[src/hw/iic_quarter_tick.sv]
module iic_quarter_tick
#(
        parameter int SYS_CLOCK_HZ = 50_000_000,
        parameter int SCL_HZ       = 400_000
)
(
        input   logic   i_sysclk,
        input   logic   i_sysrst_n,
        input   logic   i_en,
        output  logic   o_tick
);

        // system clocks per quarter of an scl period
        localparam int QTR_CYCLES = SYS_CLOCK_HZ / SCL_HZ / 4;
        localparam int CNT_W      = (QTR_CYCLES > 1) ? $clog2(QTR_CYCLES) : 1;
        localparam logic [CNT_W-1:0] CNT_MAX = CNT_W'(QTR_CYCLES - 1);

        logic   [CNT_W-1:0]     cnt;

        always_ff @(posedge i_sysclk or negedge i_sysrst_n)
        begin
                if (!i_sysrst_n)
                        cnt <= '0;
                else if (!i_en)
                        cnt <= '0;      // restart so the first tick is a full quarter away
                else if (cnt == CNT_MAX)
                        cnt <= '0;
                else
                        cnt <= cnt + 1'b1;
        end

        assign o_tick = i_en && (cnt == CNT_MAX);

        // scl must be slow enough for at least one clock per quarter
        a_qtr_cycles: assert property (@(posedge i_sysclk) QTR_CYCLES >= 1);

        a_no_tick_idle: assert property (@(posedge i_sysclk) disable iff (!i_sysrst_n)
                !i_en |-> !o_tick);

endmodule

[config.mk]
export PLATFORM = sky130hd
export DESIGN_NAME = iic_quarter_tick
export DESIGN_NICKNAME = d
export VERILOG_FILES = /design/src/hw/iic_quarter_tick.sv
export SDC_FILE = /design/constraint.sdc
export NUM_CORES = 1
export LEC_CHECK = 0
export BUFFER_PORTS_ARGS = -buffer_cell sky130_fd_sc_hd__buf_2
export CORE_AREA = 4 4 41 43
export DETAILED_ROUTE_END_ITERATION = 12
export DIE_AREA = 0 0 45 47
export PLACE_DENSITY_LB_ADDON = 0.15
export SLEW_MARGIN = 20
export SYNTH_ARGS = -nofsm -noshare
export SYNTH_HDL_FRONTEND = slang
export SYNTH_SLANG_ARGS = --single-unit
[constraint.sdc]
create_clock -name i_sysclk -period 0.9 [get_ports i_sysclk]
set_input_delay 0.09 -clock i_sysclk [delete_from_list [all_inputs] [get_ports i_sysclk]]
set_output_delay 0.09 -clock i_sysclk [all_outputs]
set_load 0.005 [all_outputs]
-- Word-level counts from Yosys, hierarchy flattened
Index checks and enable logic that the tools add are counted.
- $add $sub $neg: 1
- equality and inequality tests: 1
- mux-type cells: 2
- reductions and logical operators: 1
- operator list (kind ; number):
    5-bit 2-to-1 mux ; 2
    5-bit by 1-bit adder with 5-bit output (second input constant) ; 1
    5-bit equality test (second input constant) ; 1
    1-bit logical AND ; 1
- register bits after elaboration: 5
- input port bits: 3
- logic and storage cells: 6

-- Longest topological paths before layout
- depth after elaboration: 3
- mapped depth: 5

-- Least setup slack after synthesis
Ideal clock, no wire load.
- kind: register to register
- from: reg cnt[0]
- to: reg cnt[4]
- setup time: 0.121 ns
- arrival time: 0.875 ns
- setup slack: -0.096 ns
- cell stages (with the launch flop): 5
- buffers on the path: 0
- period minus slack after synthesis: 0.996 ns
- cell sequence: dfrtp_1 > ha_1 > nand3_1 > xor2_1 > nor2_1
- cells in the longest elaborated chain, start to end: 3
- elaborated cells on any way between the ends: 4
- classes of those cells: 1 x add/sub; 1 x eq/ne; 2 x mux
- ends and longest elaborated chain (what ; line ; text):
    start, declared ; 18 ; logic [CNT_W-1:0] cnt;
    start signal, assigned ; 29 ; cnt <= cnt + 1'b1;
    5-bit by 1-bit adder with 5-bit output or 5-bit equality test (tied branches) ; 29, 26 ;
    5-bit 2-to-1 mux (*) ; 26 ; else if (cnt == CNT_MAX)
    5-bit 2-to-1 mux (*) ; 24 ; else if (!i_en)
Every way passes the cells marked *; elsewhere a longest branch is shown, timed or not.

-- Worst setup path after layout
- from: reg cnt[0]
- to: out o_tick
- cells in the longest elaborated chain, start to end: 2
- ends and longest elaborated chain (what ; line ; text):
    5-bit equality test ; 32 ; assign o_tick = i_en && (cnt == CNT_MAX);
    1-bit logical AND ; 32 ;
    end, declared ; 10 ; output logic o_tick
No other way between the ends.

==> metrics.csv <==
metric;value;unit
run status;finished with violations;
failing checks;negative setup slack;
biggest regs;cnt x5;
Worst slew margin;89.5;%
number of global-route vias before repair;173;
Post-Syn Area per Cell;10.3;µm²
Tcrit/Tclk final;136;%
Yosys warnings;0;
Worst Tran Pin Value;0.156;ns
Die Y;47;µm
clock power share;45.4;%
initial antenna violation count;0;
R2R setup slack;-0.20;ns
Synthesized Nets;27;
worst r2r path cells;5;
Post-Route WL;390;µm
share of power burned in registers;43.7;%
placed insts;41;
Die Wd;45;µm
reg2reg start;cnt[1];
Post-route DRC;0;
Comb pwr share;10.9;%
Slew Limit Fails;0;
H-tree levels;1;
Req. time, crit path;0.81;ns
commonest non-fill, non-tap cells in the layout;5 x dfrtp_1, 4 x nor2_1, 3 x clkbuf_4, 3 x buf_2, 3 x buf_4;
DRT iter0 DRCs;0;
hold wc startpoint;i_en;
worst skew pair latency;0.24;ns
Post-DRT Antenna Nets;0;
gr usage total;5.16;%
critical setup path kind;reg2out;
Leak;0.160;nW
clk sink count;5;
TritonCTS buffer count;3;
arrival time worst endpoint;1.14;ns
FMAX;0.814;GHz
endpoints failing setup;6;
Max VDD drop;0.469;mV
number of library cell types mapped by synthesis;9;
r2r endpoint;cnt[4];
fin worst setup slack;-0.328;ns
fin util;25.3;%
min Tclk post-route;1.23;ns
hold slack final;0.152;ns
Area Overhead vs Synth;45.3;%
Placement Setup Slack;-0.143;ns
Finished Cell Area;329;µm²
core area;1300;µm²
skew final;0.0000970;ns
first-pass GRT wire length;662;µm
Psw;0.121;mW
drt wl/cell;8.13;µm
IO Pins;4;
Internal;0.437;mW
DR pass1 iterations;1;
RSZ-0062 raised after global routing;yes;
register area share after synthesis;55.2;%
PortBufs;3;
Longest Clk Path Bufs;2;
die area;2120;µm²
Starting Density;17.4;%
hold path cells;3;
max reg flops;5;
Via density;3.75;
Placed Instance Area;273;µm²
largest net degree at the start of global routing;6;
antenna cell count;0;
post-synthesis cell area;226;µm²
vias;180;
Top reg by flops;cnt;
sw frac;21.7;%
share of cells above drive strength 1;39.4;%
Critical Path Sink Type;output port;
fin nets;39;
P per Cell Area;1700;nW/µm²
Worst Hold Class;in2reg;
Seq cells post-synth;5;
final instance count without filler cells;48;
Site Rows;13;
Max Cap Viol;0;
TritonCTS clock tree;yes;
most common cell after layout, fill and taps aside;dfrtp_1;
Final Hold Fails;0;
total gr overflow;0;
post-DP HPWL;319;µm
Final Wtd Congestion;0.683;
Syn Inst Count;22;
startpoint types;flop;
Clock Root Buffer;clkbuf_4;
worst-path fanout max;2;
sink of the worst hold path;cnt[1];
CTS clock-pin slew for the worst setup and hold paths;0.04;ns
## what timing repair did
item	in CTS	in global routing
resized for setup	1	1
pin swaps	2	1
hold buffers	1	0
hold endpoints to repair	5	0
buffers inserted	2	0
setup endpoints to repair	6	6
gates cloned	0	0
## cell type report
type	instances	area (µm²)
multi-input combinational	15	104
inverter	2	7.51
sequential	5	125
clock buffer	4	26.3
tap	15	18.8
fill	156	972
timing repair buffer	7	47.5
## layer usage
layer  global-route usage (%)  vias to the layer above  wire length, µm
li1                         -                       91                -
met1                     4.84                       86              157
met4                     8.77                        0                0
met2                     6.50                        3              210
met5                        0                        -                0
met3                     2.30                        0               22
## cell usage after synthesis, drive strengths merged
library cell / number / area (µm²)
dfrtp: 5 / 125
ha: 2 / 25.0
inv: 2 / 7.51
nand2: 1 / 3.75
nand3: 2 / 10.0
nand4: 1 / 6.26
nor2: 6 / 22.5
xnor2: 1 / 8.76
xor2: 2 / 17.5
## cells by family after synthesis
family	share of synthesized area [%]
XOR/XNOR	11.6
adder cells (fa/ha/maj)	11.0
buffers and inverters	3.32
flip-flops	55.2
AND/OR/NAND/NOR	18.8
## stage by stage
stage               total power [mW]  TNS, ns
global placement               0.290   -0.727
detailed placement             0.291   -0.768
finish                         0.558   -0.952
CTS                            0.573    -1.05
global route                   0.604    -1.37
floorplan                      0.270   -0.290
## power by group through the flow
stage	registers (mW)	clock network (mW)	logic, mW
final	0.244	0.253	0.0609
after detailed placement	0.250	0	0.0403
after CTS	0.244	0.270	0.0593
after floorplan	0.249	0	0.0214
after global placement	0.250	0	0.0398
after global routing	0.245	0.289	0.0701
## worst max-delay path, cell delays in order (launching register included)
cell and delay, ns:
dfrtp_1 0.37, inv_1 0.06, ha_1 0.13, nand4_1 0.13
nor2_1 0.10, buf_2 0.12
## worst max path at each step
| stage | startpoint | to | slack, ns | depth (start not counted) |
|---|---|---|---|---|
| 2_1_floorplan | cnt[0] | cnt[2] | -0.06 | 5 |
| 3_5_place_dp | cnt[0] | cnt[2] | -0.14 | 5 |
| 5_1_grt | cnt[0] | o_tick | -0.43 | 5 |
| 4_1_cts | cnt[0] | o_tick | -0.36 | 5 |
| 3_3_place_gp | cnt[0] | cnt[2] | -0.13 | 5 |
| 6_report | cnt[0] | o_tick | -0.33 | 5 |
Note: power is estimated with default switching activity, not from simulation.
