$ cat config.mk
export PLATFORM = sky130hd
export DESIGN_NAME = iic_seq_ctrl
export DESIGN_NICKNAME = d
export VERILOG_FILES = /design/src/hw/iic_pkg.sv /design/src/hw/iic_seq_ctrl.sv
export SDC_FILE = /design/constraint.sdc
export NUM_CORES = 1
export LEC_CHECK = 0
export BUFFER_PORTS_ARGS = -buffer_cell sky130_fd_sc_hd__buf_2
export CAP_MARGIN = 15
export CORE_AREA = 2 2 48 50
export CTS_BUF_LIST = sky130_fd_sc_hd__clkbuf_8 sky130_fd_sc_hd__clkbuf_16
export DETAILED_ROUTE_END_ITERATION = 8
export DIE_AREA = 0 0 50 52
export PLACE_DENSITY = 0.75
export SLEW_MARGIN = 0
export SYNTH_ARGS = -nofsm -noshare
export SYNTH_HDL_FRONTEND = slang
export SYNTH_SLANG_ARGS = --single-unit
export TNS_END_PERCENT = 30
$ cat constraint.sdc
create_clock -name i_sysclk -period 5.8 [get_ports i_sysclk]
set_input_delay 0.58 -clock i_sysclk [delete_from_list [all_inputs] [get_ports i_sysclk]]
set_output_delay 0.58 -clock i_sysclk [all_outputs]
set_load 0.02 [all_outputs]
$ cat src/hw/iic_pkg.sv
package iic_pkg;

        // command word, one flag per bit
        localparam int CMD_W = 6;

        localparam int CMD_WR   = 0;    // write one byte
        localparam int CMD_STA  = 1;    // start condition first
        localparam int CMD_RD   = 2;    // read one byte
        localparam int CMD_STO  = 3;    // stop condition last
        localparam int CMD_ACK  = 4;    // master acks the read byte
        localparam int CMD_NACK = 5;    // master nacks the read byte

        // each bus bit is split into four quarters
        localparam int QTR_W = 2;

        // bit index inside a byte
        localparam int BIT_W = 3;

        localparam int BYTE_W = 8;

        // bus segment the sequencer is walking through
        typedef enum logic [2:0] {
                SEG_IDLE,
                SEG_START,              // 4 quarters
                SEG_WRITE,              // 8 bits of 4 quarters
                SEG_READ,               // 8 bits of 4 quarters
                SEG_SLAVE_ACK,          // 4 quarters, slave drives sda
                SEG_MASTER_ACK,         // 4 quarters, master drives sda
                SEG_STOP                // 4 quarters
        } iic_seg_e;

endpackage

$ cat src/hw/iic_seq_ctrl.sv
module iic_seq_ctrl
        import iic_pkg::*;
(
        input   logic                   i_sysclk,
        input   logic                   i_sysrst_n,
        input   logic                   i_iic_start,
        input   logic   [CMD_W-1:0]     i_cmd,
        input   logic   [BYTE_W-1:0]    i_tx_data,
        input   logic                   i_tick,
        output  logic                   o_iic_ready,
        output  logic                   o_iic_done,
        output  logic                   o_en_tick,
        output  logic                   o_step,
        output  iic_seg_e               o_seg,
        output  logic   [QTR_W-1:0]     o_qtr,
        output  logic                   o_tx_bit,
        output  logic                   o_master_nack
);

        iic_seg_e               seg;
        logic   [QTR_W-1:0]     qtr;
        logic   [BIT_W-1:0]     bit_cnt;
        logic   [CMD_W-1:0]     cmd_q;
        logic   [BYTE_W-1:0]    tx_sh;
        logic                   done;
        logic                   accept;
        logic                   step;
        logic                   qtr_last;
        logic                   byte_last;

        assign accept    = i_iic_start && o_iic_ready;
        assign step      = i_tick && (seg != SEG_IDLE);
        assign qtr_last  = step && (&qtr);
        assign byte_last = qtr_last && (&bit_cnt);      // last quarter of bit 7

        always_ff @(posedge i_sysclk or negedge i_sysrst_n)
        begin
                if (!i_sysrst_n)
                begin
                        seg     <= SEG_IDLE;
                        qtr     <= '0;
                        bit_cnt <= '0;
                        done    <= 1'b0;
                end
                else
                begin
                        done <= 1'b0;
                        if (accept)
                        begin
                                qtr     <= '0;
                                bit_cnt <= '0;
                                if (i_cmd[CMD_STA])
                                        seg <= SEG_START;
                                else if (i_cmd[CMD_WR])
                                        seg <= SEG_WRITE;
                                else
                                        seg <= SEG_READ;
                        end
                        else if (step)
                        begin
                                qtr <= qtr + 1'b1;      // wraps to 0 at segment and bit end
                                if (qtr_last && (seg == SEG_WRITE || seg == SEG_READ))
                                        bit_cnt <= bit_cnt + 1'b1;
                                case (seg)
                                        SEG_START:
                                        begin
                                                if (qtr_last)
                                                        seg <= cmd_q[CMD_WR] ? SEG_WRITE : SEG_READ;
                                        end
                                        SEG_WRITE:
                                        begin
                                                if (byte_last)
                                                        seg <= SEG_SLAVE_ACK;
                                        end
                                        SEG_READ:
                                        begin
                                                if (byte_last)
                                                        seg <= SEG_MASTER_ACK;
                                        end
                                        SEG_SLAVE_ACK, SEG_MASTER_ACK:
                                        begin
                                                if (qtr_last && cmd_q[CMD_STO])
                                                        seg <= SEG_STOP;
                                                else if (qtr_last)
                                                begin
                                                        seg  <= SEG_IDLE;
                                                        done <= 1'b1;
                                                end
                                        end
                                        SEG_STOP:
                                        begin
                                                if (qtr_last)
                                                begin
                                                        seg  <= SEG_IDLE;
                                                        done <= 1'b1;
                                                end
                                        end
                                        default:
                                                seg <= SEG_IDLE;
                                endcase
                        end
                end
        end

        // command and byte held for the whole transfer
        always_ff @(posedge i_sysclk)
        begin
                if (accept)
                begin
                        cmd_q <= i_cmd;
                        tx_sh <= i_tx_data;
                end
                else if (qtr_last && seg == SEG_WRITE)
                        tx_sh <= {tx_sh[BYTE_W-2:0], 1'b0};     // msb first
        end

        assign o_iic_ready   = (seg == SEG_IDLE) && !done;
        assign o_iic_done    = done;
        assign o_en_tick     = (seg != SEG_IDLE);
        assign o_step        = step;
        assign o_seg         = seg;
        assign o_qtr         = qtr;
        assign o_tx_bit      = tx_sh[BYTE_W-1];
        assign o_master_nack = !cmd_q[CMD_ACK];         // ack wins over nack

        // a transfer moves exactly one byte in one direction
        a_one_dir: assert property (@(posedge i_sysclk) disable iff (!i_sysrst_n)
                accept |-> (i_cmd[CMD_WR] ^ i_cmd[CMD_RD]));

endmodule

# [Yosys cells after proc, flatten, opt, wreduce, memory -nomap -nowiden]
# Index checks and enable logic that the tools add are counted.
[totals] output_inout_bits=11 register_bits=22 wordCells=61 in_bits=18
[op_classes] reduce_logical=21 eq_ne=9 addsub=2 mux=23
[ops] cell="two-way mux 3 bit" count=10
[ops] cell="two-way mux 8 bit" count=2
[ops] cell="one-hot mux 3 bit (5 select lines)" count=1
[ops] cell="== test 3 bit (second input constant)" count=3
[ops] cell="inequality test 3 bit (second input constant)" count=3
[ops] cell="logical AND 1 bit" count=8
[ops] cell="== test 3 x 2 -> 1 bit (second input constant)" count=2
[ops] cell="two-way mux 1 bit" count=6
[ops] cell="two-way mux 2 bit" count=3
[ops] cell="nonzero test 2 bit" count=3
[ops] cell="AND reduction 2 bit" count=2
[ops] cell="AND reduction 4 bit" count=1
[ops] cell="adder 3 x 1 -> 3 bit (second input constant)" count=1
[ops] cell="== test 3 x 1 -> 1 bit (second input constant)" count=1
[ops] cell="logical NOT 3 bit" count=1
[ops] cell="AND reduction 3 bit" count=1
[ops] cell="nonzero test 3 bit" count=1
[ops] cell="adder 2 x 1 -> 2 bit (second input constant)" count=1
[ops] cell="logical NOT 1 bit" count=2
[ops] cell="one-hot mux 1 bit (2 select lines)" count=1
[ops] cell="OR reduction 2 bit" count=1
[ops] cell="logical OR 1 bit" count=1

# [Depth between registers and ports, before layout]
[depth] word_depth=8 depth_mapped=5 ltp_nobuf=5

# [Worst setup path after synthesis]
# No wires, ideal clock.
[synth_path] path_type="flip-flop to flip-flop" from="register qtr[0], in the netlist o_qtr[0]" to="register tx_sh[0] (enable)" n_path_buf=1 stages_incl_launch_ff=5 period_less_slack_ns=2.196 setup_ns=0.384 path_slack_ns=3.604 t_required_ns=5.416 t_arrival_ns=1.812 cell_sequence="dfrtp_1 > ha_1 > clkbuf_1 > nand4b_1 > o21ai_0"
[synth_via] elab_chain_len=4
[synth_rtl] item="start, declared" line_no="iic_seq_ctrl.sv:21" source="logic [QTR_W-1:0] qtr;"
[synth_rtl] item="start signal, assigned" line_no="iic_seq_ctrl.sv:61" source="qtr <= qtr + 1'b1;"
[synth_rtl] item="AND reduction 2 bit" line_no="iic_seq_ctrl.sv:33" source="assign qtr_last = step && (&qtr);"
[synth_rtl] item="logical AND 1 bit" line_no="iic_seq_ctrl.sv:33"
[synth_rtl] item="logical AND 1 bit" line_no="iic_seq_ctrl.sv:113" source="else if (qtr_last && seg == SEG_WRITE)"
[synth_rtl] item="nonzero test 2 bit (no line)"
[synth_rtl] item="end signal, assigned" line_no="iic_seq_ctrl.sv:111" source="tx_sh <= i_tx_data;"
[synth_rtl] item="end signal, assigned" line_no="iic_seq_ctrl.sv:114" source="tx_sh <= {tx_sh[BYTE_W-2:0], 1'b0};"
[synth_rtl] item="end, declared" line_no="iic_seq_ctrl.sv:24" source="logic [BYTE_W-1:0] tx_sh;"
# Every way passes these cells.
# A chain may end at the register's enable or synchronous reset.

# [Final worst setup path]
[layout_path] from="register seg[2], in the netlist o_seg[2]" to="register tx_sh[3] (enable)"
[layout_via] elab_chain_len=5 elab_cells_between_ends=9 cone_classes="eq/ne: 1; reduce/logical: 8"
[layout_rtl] item="start, declared" line_no="iic_seq_ctrl.sv:20" source="iic_seg_e seg;"
[layout_rtl] item="start signal, assigned" line_no="iic_seq_ctrl.sv:68" source="seg <= cmd_q[CMD_WR] ? SEG_WRITE : SEG_READ;"
[layout_rtl] item="nonzero test 3 bit" line_no="iic_seq_ctrl.sv:32" source="assign step = i_tick && (seg != SEG_IDLE);"
[layout_rtl] item="logical AND 1 bit" line_no="iic_seq_ctrl.sv:32"
[layout_rtl] item="logical AND 1 bit" line_no="iic_seq_ctrl.sv:33"
[layout_rtl] item="logical AND 1 bit" line_no="iic_seq_ctrl.sv:113"
[layout_rtl] item="nonzero test 2 bit (no line) (*)"
# Mark *: on every way between the ends. The rest lies on a longest branch, timed or not.

==> metrics.cfg <==
[detailed_routing]
drc_errors = 0
ant_nets = 0
wl_met2_um = 769
via_per_inst = 5.11
vias = 664
wl_met3_um = 107
drtIter0Drc = 15
first_pass_iters = 4
wl_per_cell_um = 12.6
top_layer = met4
wl_met1_um = 742
routed_wl_um = 1640

[worst_setup_path]
critPathRequiredTime_ns = 5.76
crit_start = o_seg[2]
crit_type = flop to flop
r2r_start = o_seg[2]
crit_fanout = 12
critPathLaunchType = flop
end_kind = flop
crit_arrival_ns = 2.42

[floorplan]
core-area_mm2 = 0.00211
die_w_um = 50
die_area_mm2 = 0.00260
initial_core_util = 0.471
boundaryPins = 29
row_count = 17
die_height_um = 52

[job]
max_cap_violations = 0

[final_layout]
nets = 124
drive_above_1_share = 0.382
post-route-util = 0.560
antenna-diode-count = 0
n_fill_cell = 196
area_growth_pct = 19.1
final_common_cell = buf_2
final_cell_mix = 26 x buf_2, 11 x edfxtp_1, 9 x dfrtp_1, 7 x mux2_4, 7 x nor2_1

[logic_synthesis]
synth_ff_type = edfxtp_1
ys_ff_latch = 20
yosysWarningCount = 0
synth_cell_types = 29
avgSynthCellArea_um2 = 13.0
synth-seq-area-share = 0.561
synthCells = 76
synthesis.area_um2 = 991
syn-num-nets = 97
synth_edf_count = 11
synthArstFlopShare = 0.450

[sta]
finalCritPeriodShare = 0.424
slew_headroom = 0.632
finalSetupViolCount = 0
setup_ws_ns = 3.34
finalHoldViolCount = 0
period_needed_ns = 2.46
rsz0062_at_grt = false
clock.fmax_mhz = 407
timing.setup.tns_ns = 0
fin_skew_ns = 0.00560
worst_slew_pin_slew_ns = 0.547
holdWs_ns = 0.158
slew_violations = 0

[pwr]
p_leak_uw = 0.000559
p_per_area_mw_per_mm2 = 390
ir_drop_v = 0.000164
power_uw = 460

[global_route]
grt_pass1_wl_um = 2710
grt_usage = 0.141
grt_start_max_net_pins = 14
overflow = 0
grt_pass1_vias = 595
antenna_found_initial = 0

[clock_tree]
cts_tree = built
cts_hold_buffers = 0
clockBufferDepth = 2
postCtsSetupRepairBufs = 0
cts_root_buf = clkbuf_8
cts_resized = 0
htree_levels = 1
cts_made_buffers = 3
clock_latency_ns = 0.26
numClockSinks = 20
clk_pin_slew_ns = 0.07

[min_path]
hold_class = input pin to asynchronous set/reset pin

[run_status]
status = finished clean

[placement]
port-buffer-count = 26
globalplace.congestion = 0.695
post-place-ws_ns = 3.34
dp_hpwl_um = 1190

## routing by layer
layer,up-vias,global-route usage
met5,-,0
met1,305,0.200
li1,334,-
met3,2,0.0259
met2,23,0.206
met4,0,0.0694
## path summary, 6_finish.rpt
path / slack, ns / endpoint / depth (start not counted)
setup reg to reg: 3.34 / tx_sh[3] / 4
max in group asynchronous: 5.46 / o_iic_done / 1
hold reg to reg: 0.54 / bit_cnt[1] / 2
setup / recovery: 3.34 / tx_sh[3] / 4
min in group i_sysclk: 0.49 / cmd_q[4] / 1
hold / removal: 0.16 / bit_cnt[0] / 1
## flip-flops by register name (all words and copies together), names as in the netlist
signal	count
tx_sh	8
bit_cnt	3
cmd_q	3
o_seg	3
o_qtr	2
o_iic_done	1
## layout make-up
type                       instances  area [um2]  share of cell area
tap                               28        35.0              0.0297
clock inverter                     1        3.75             0.00318
timing repair buffer              27         135               0.115
sequential                        20         556               0.471
multi-input combinational         47         394               0.334
inverter                           4        15.0              0.0127
clock buffer                       3        41.3              0.0350
## stage by stage
step           cell area, um2  cells
3_3_place_gp             1130    125
3_5_place_dp             1130    125
2_1_floorplan             991     76
6_report                 1180    130
4_1_cts                  1170    129
5_1_grt                  1180    130
## kinds of logic (layout without fill, tap and decap cells)
family	count (synthesis)	in the layout	synth area share
flip-flops	20	20	0.561
AND/OR/NAND/NOR	20	20	0.122
AO/OA/AOI/OAI	12	12	0.0833
multiplexers	10	10	0.136
buffers and inverters	9	35	0.0417
adder cells (fa/ha/maj)	3	3	0.0379
XOR/XNOR	2	2	0.0177
## synthesized netlist by cell type (2+ instances only)
master | number | area (um2)
a21oi_1 | 3 | 15.0
clkbuf_1 | 4 | 15.0
edfxtp_1 | 11 | 330
nor2_1 | 7 | 26.3
o21ai_0 | 3 | 15.0
mux2_4 | 7 | 105
ha_1 | 3 | 37.5
inv_1 | 3 | 11.3
dfrtp_1 | 9 | 225
mux2i_1 | 3 | 30.0
nand2_1 | 2 | 7.51
xor2_1 | 2 | 17.5
nand2b_1 | 2 | 12.5
o221ai_1 | 2 | 17.5
## critical path, cell delays in order, from the launching register on
cell and delay [ns]:
dfrtp_1 0.50, or3_4 0.45, or3b_1 0.61, o21ai_0 0.33
clkbuf_2 0.28
## where the power goes
part | switching (uW) | total [uW] | internal (uW)
Clock | 43.6 | 90.8 | 47.1
Combinational | 81.8 | 151 | 69.5
Sequential | 30.3 | 217 | 187
No activity file was read; power rests on OpenSTA's default activity.
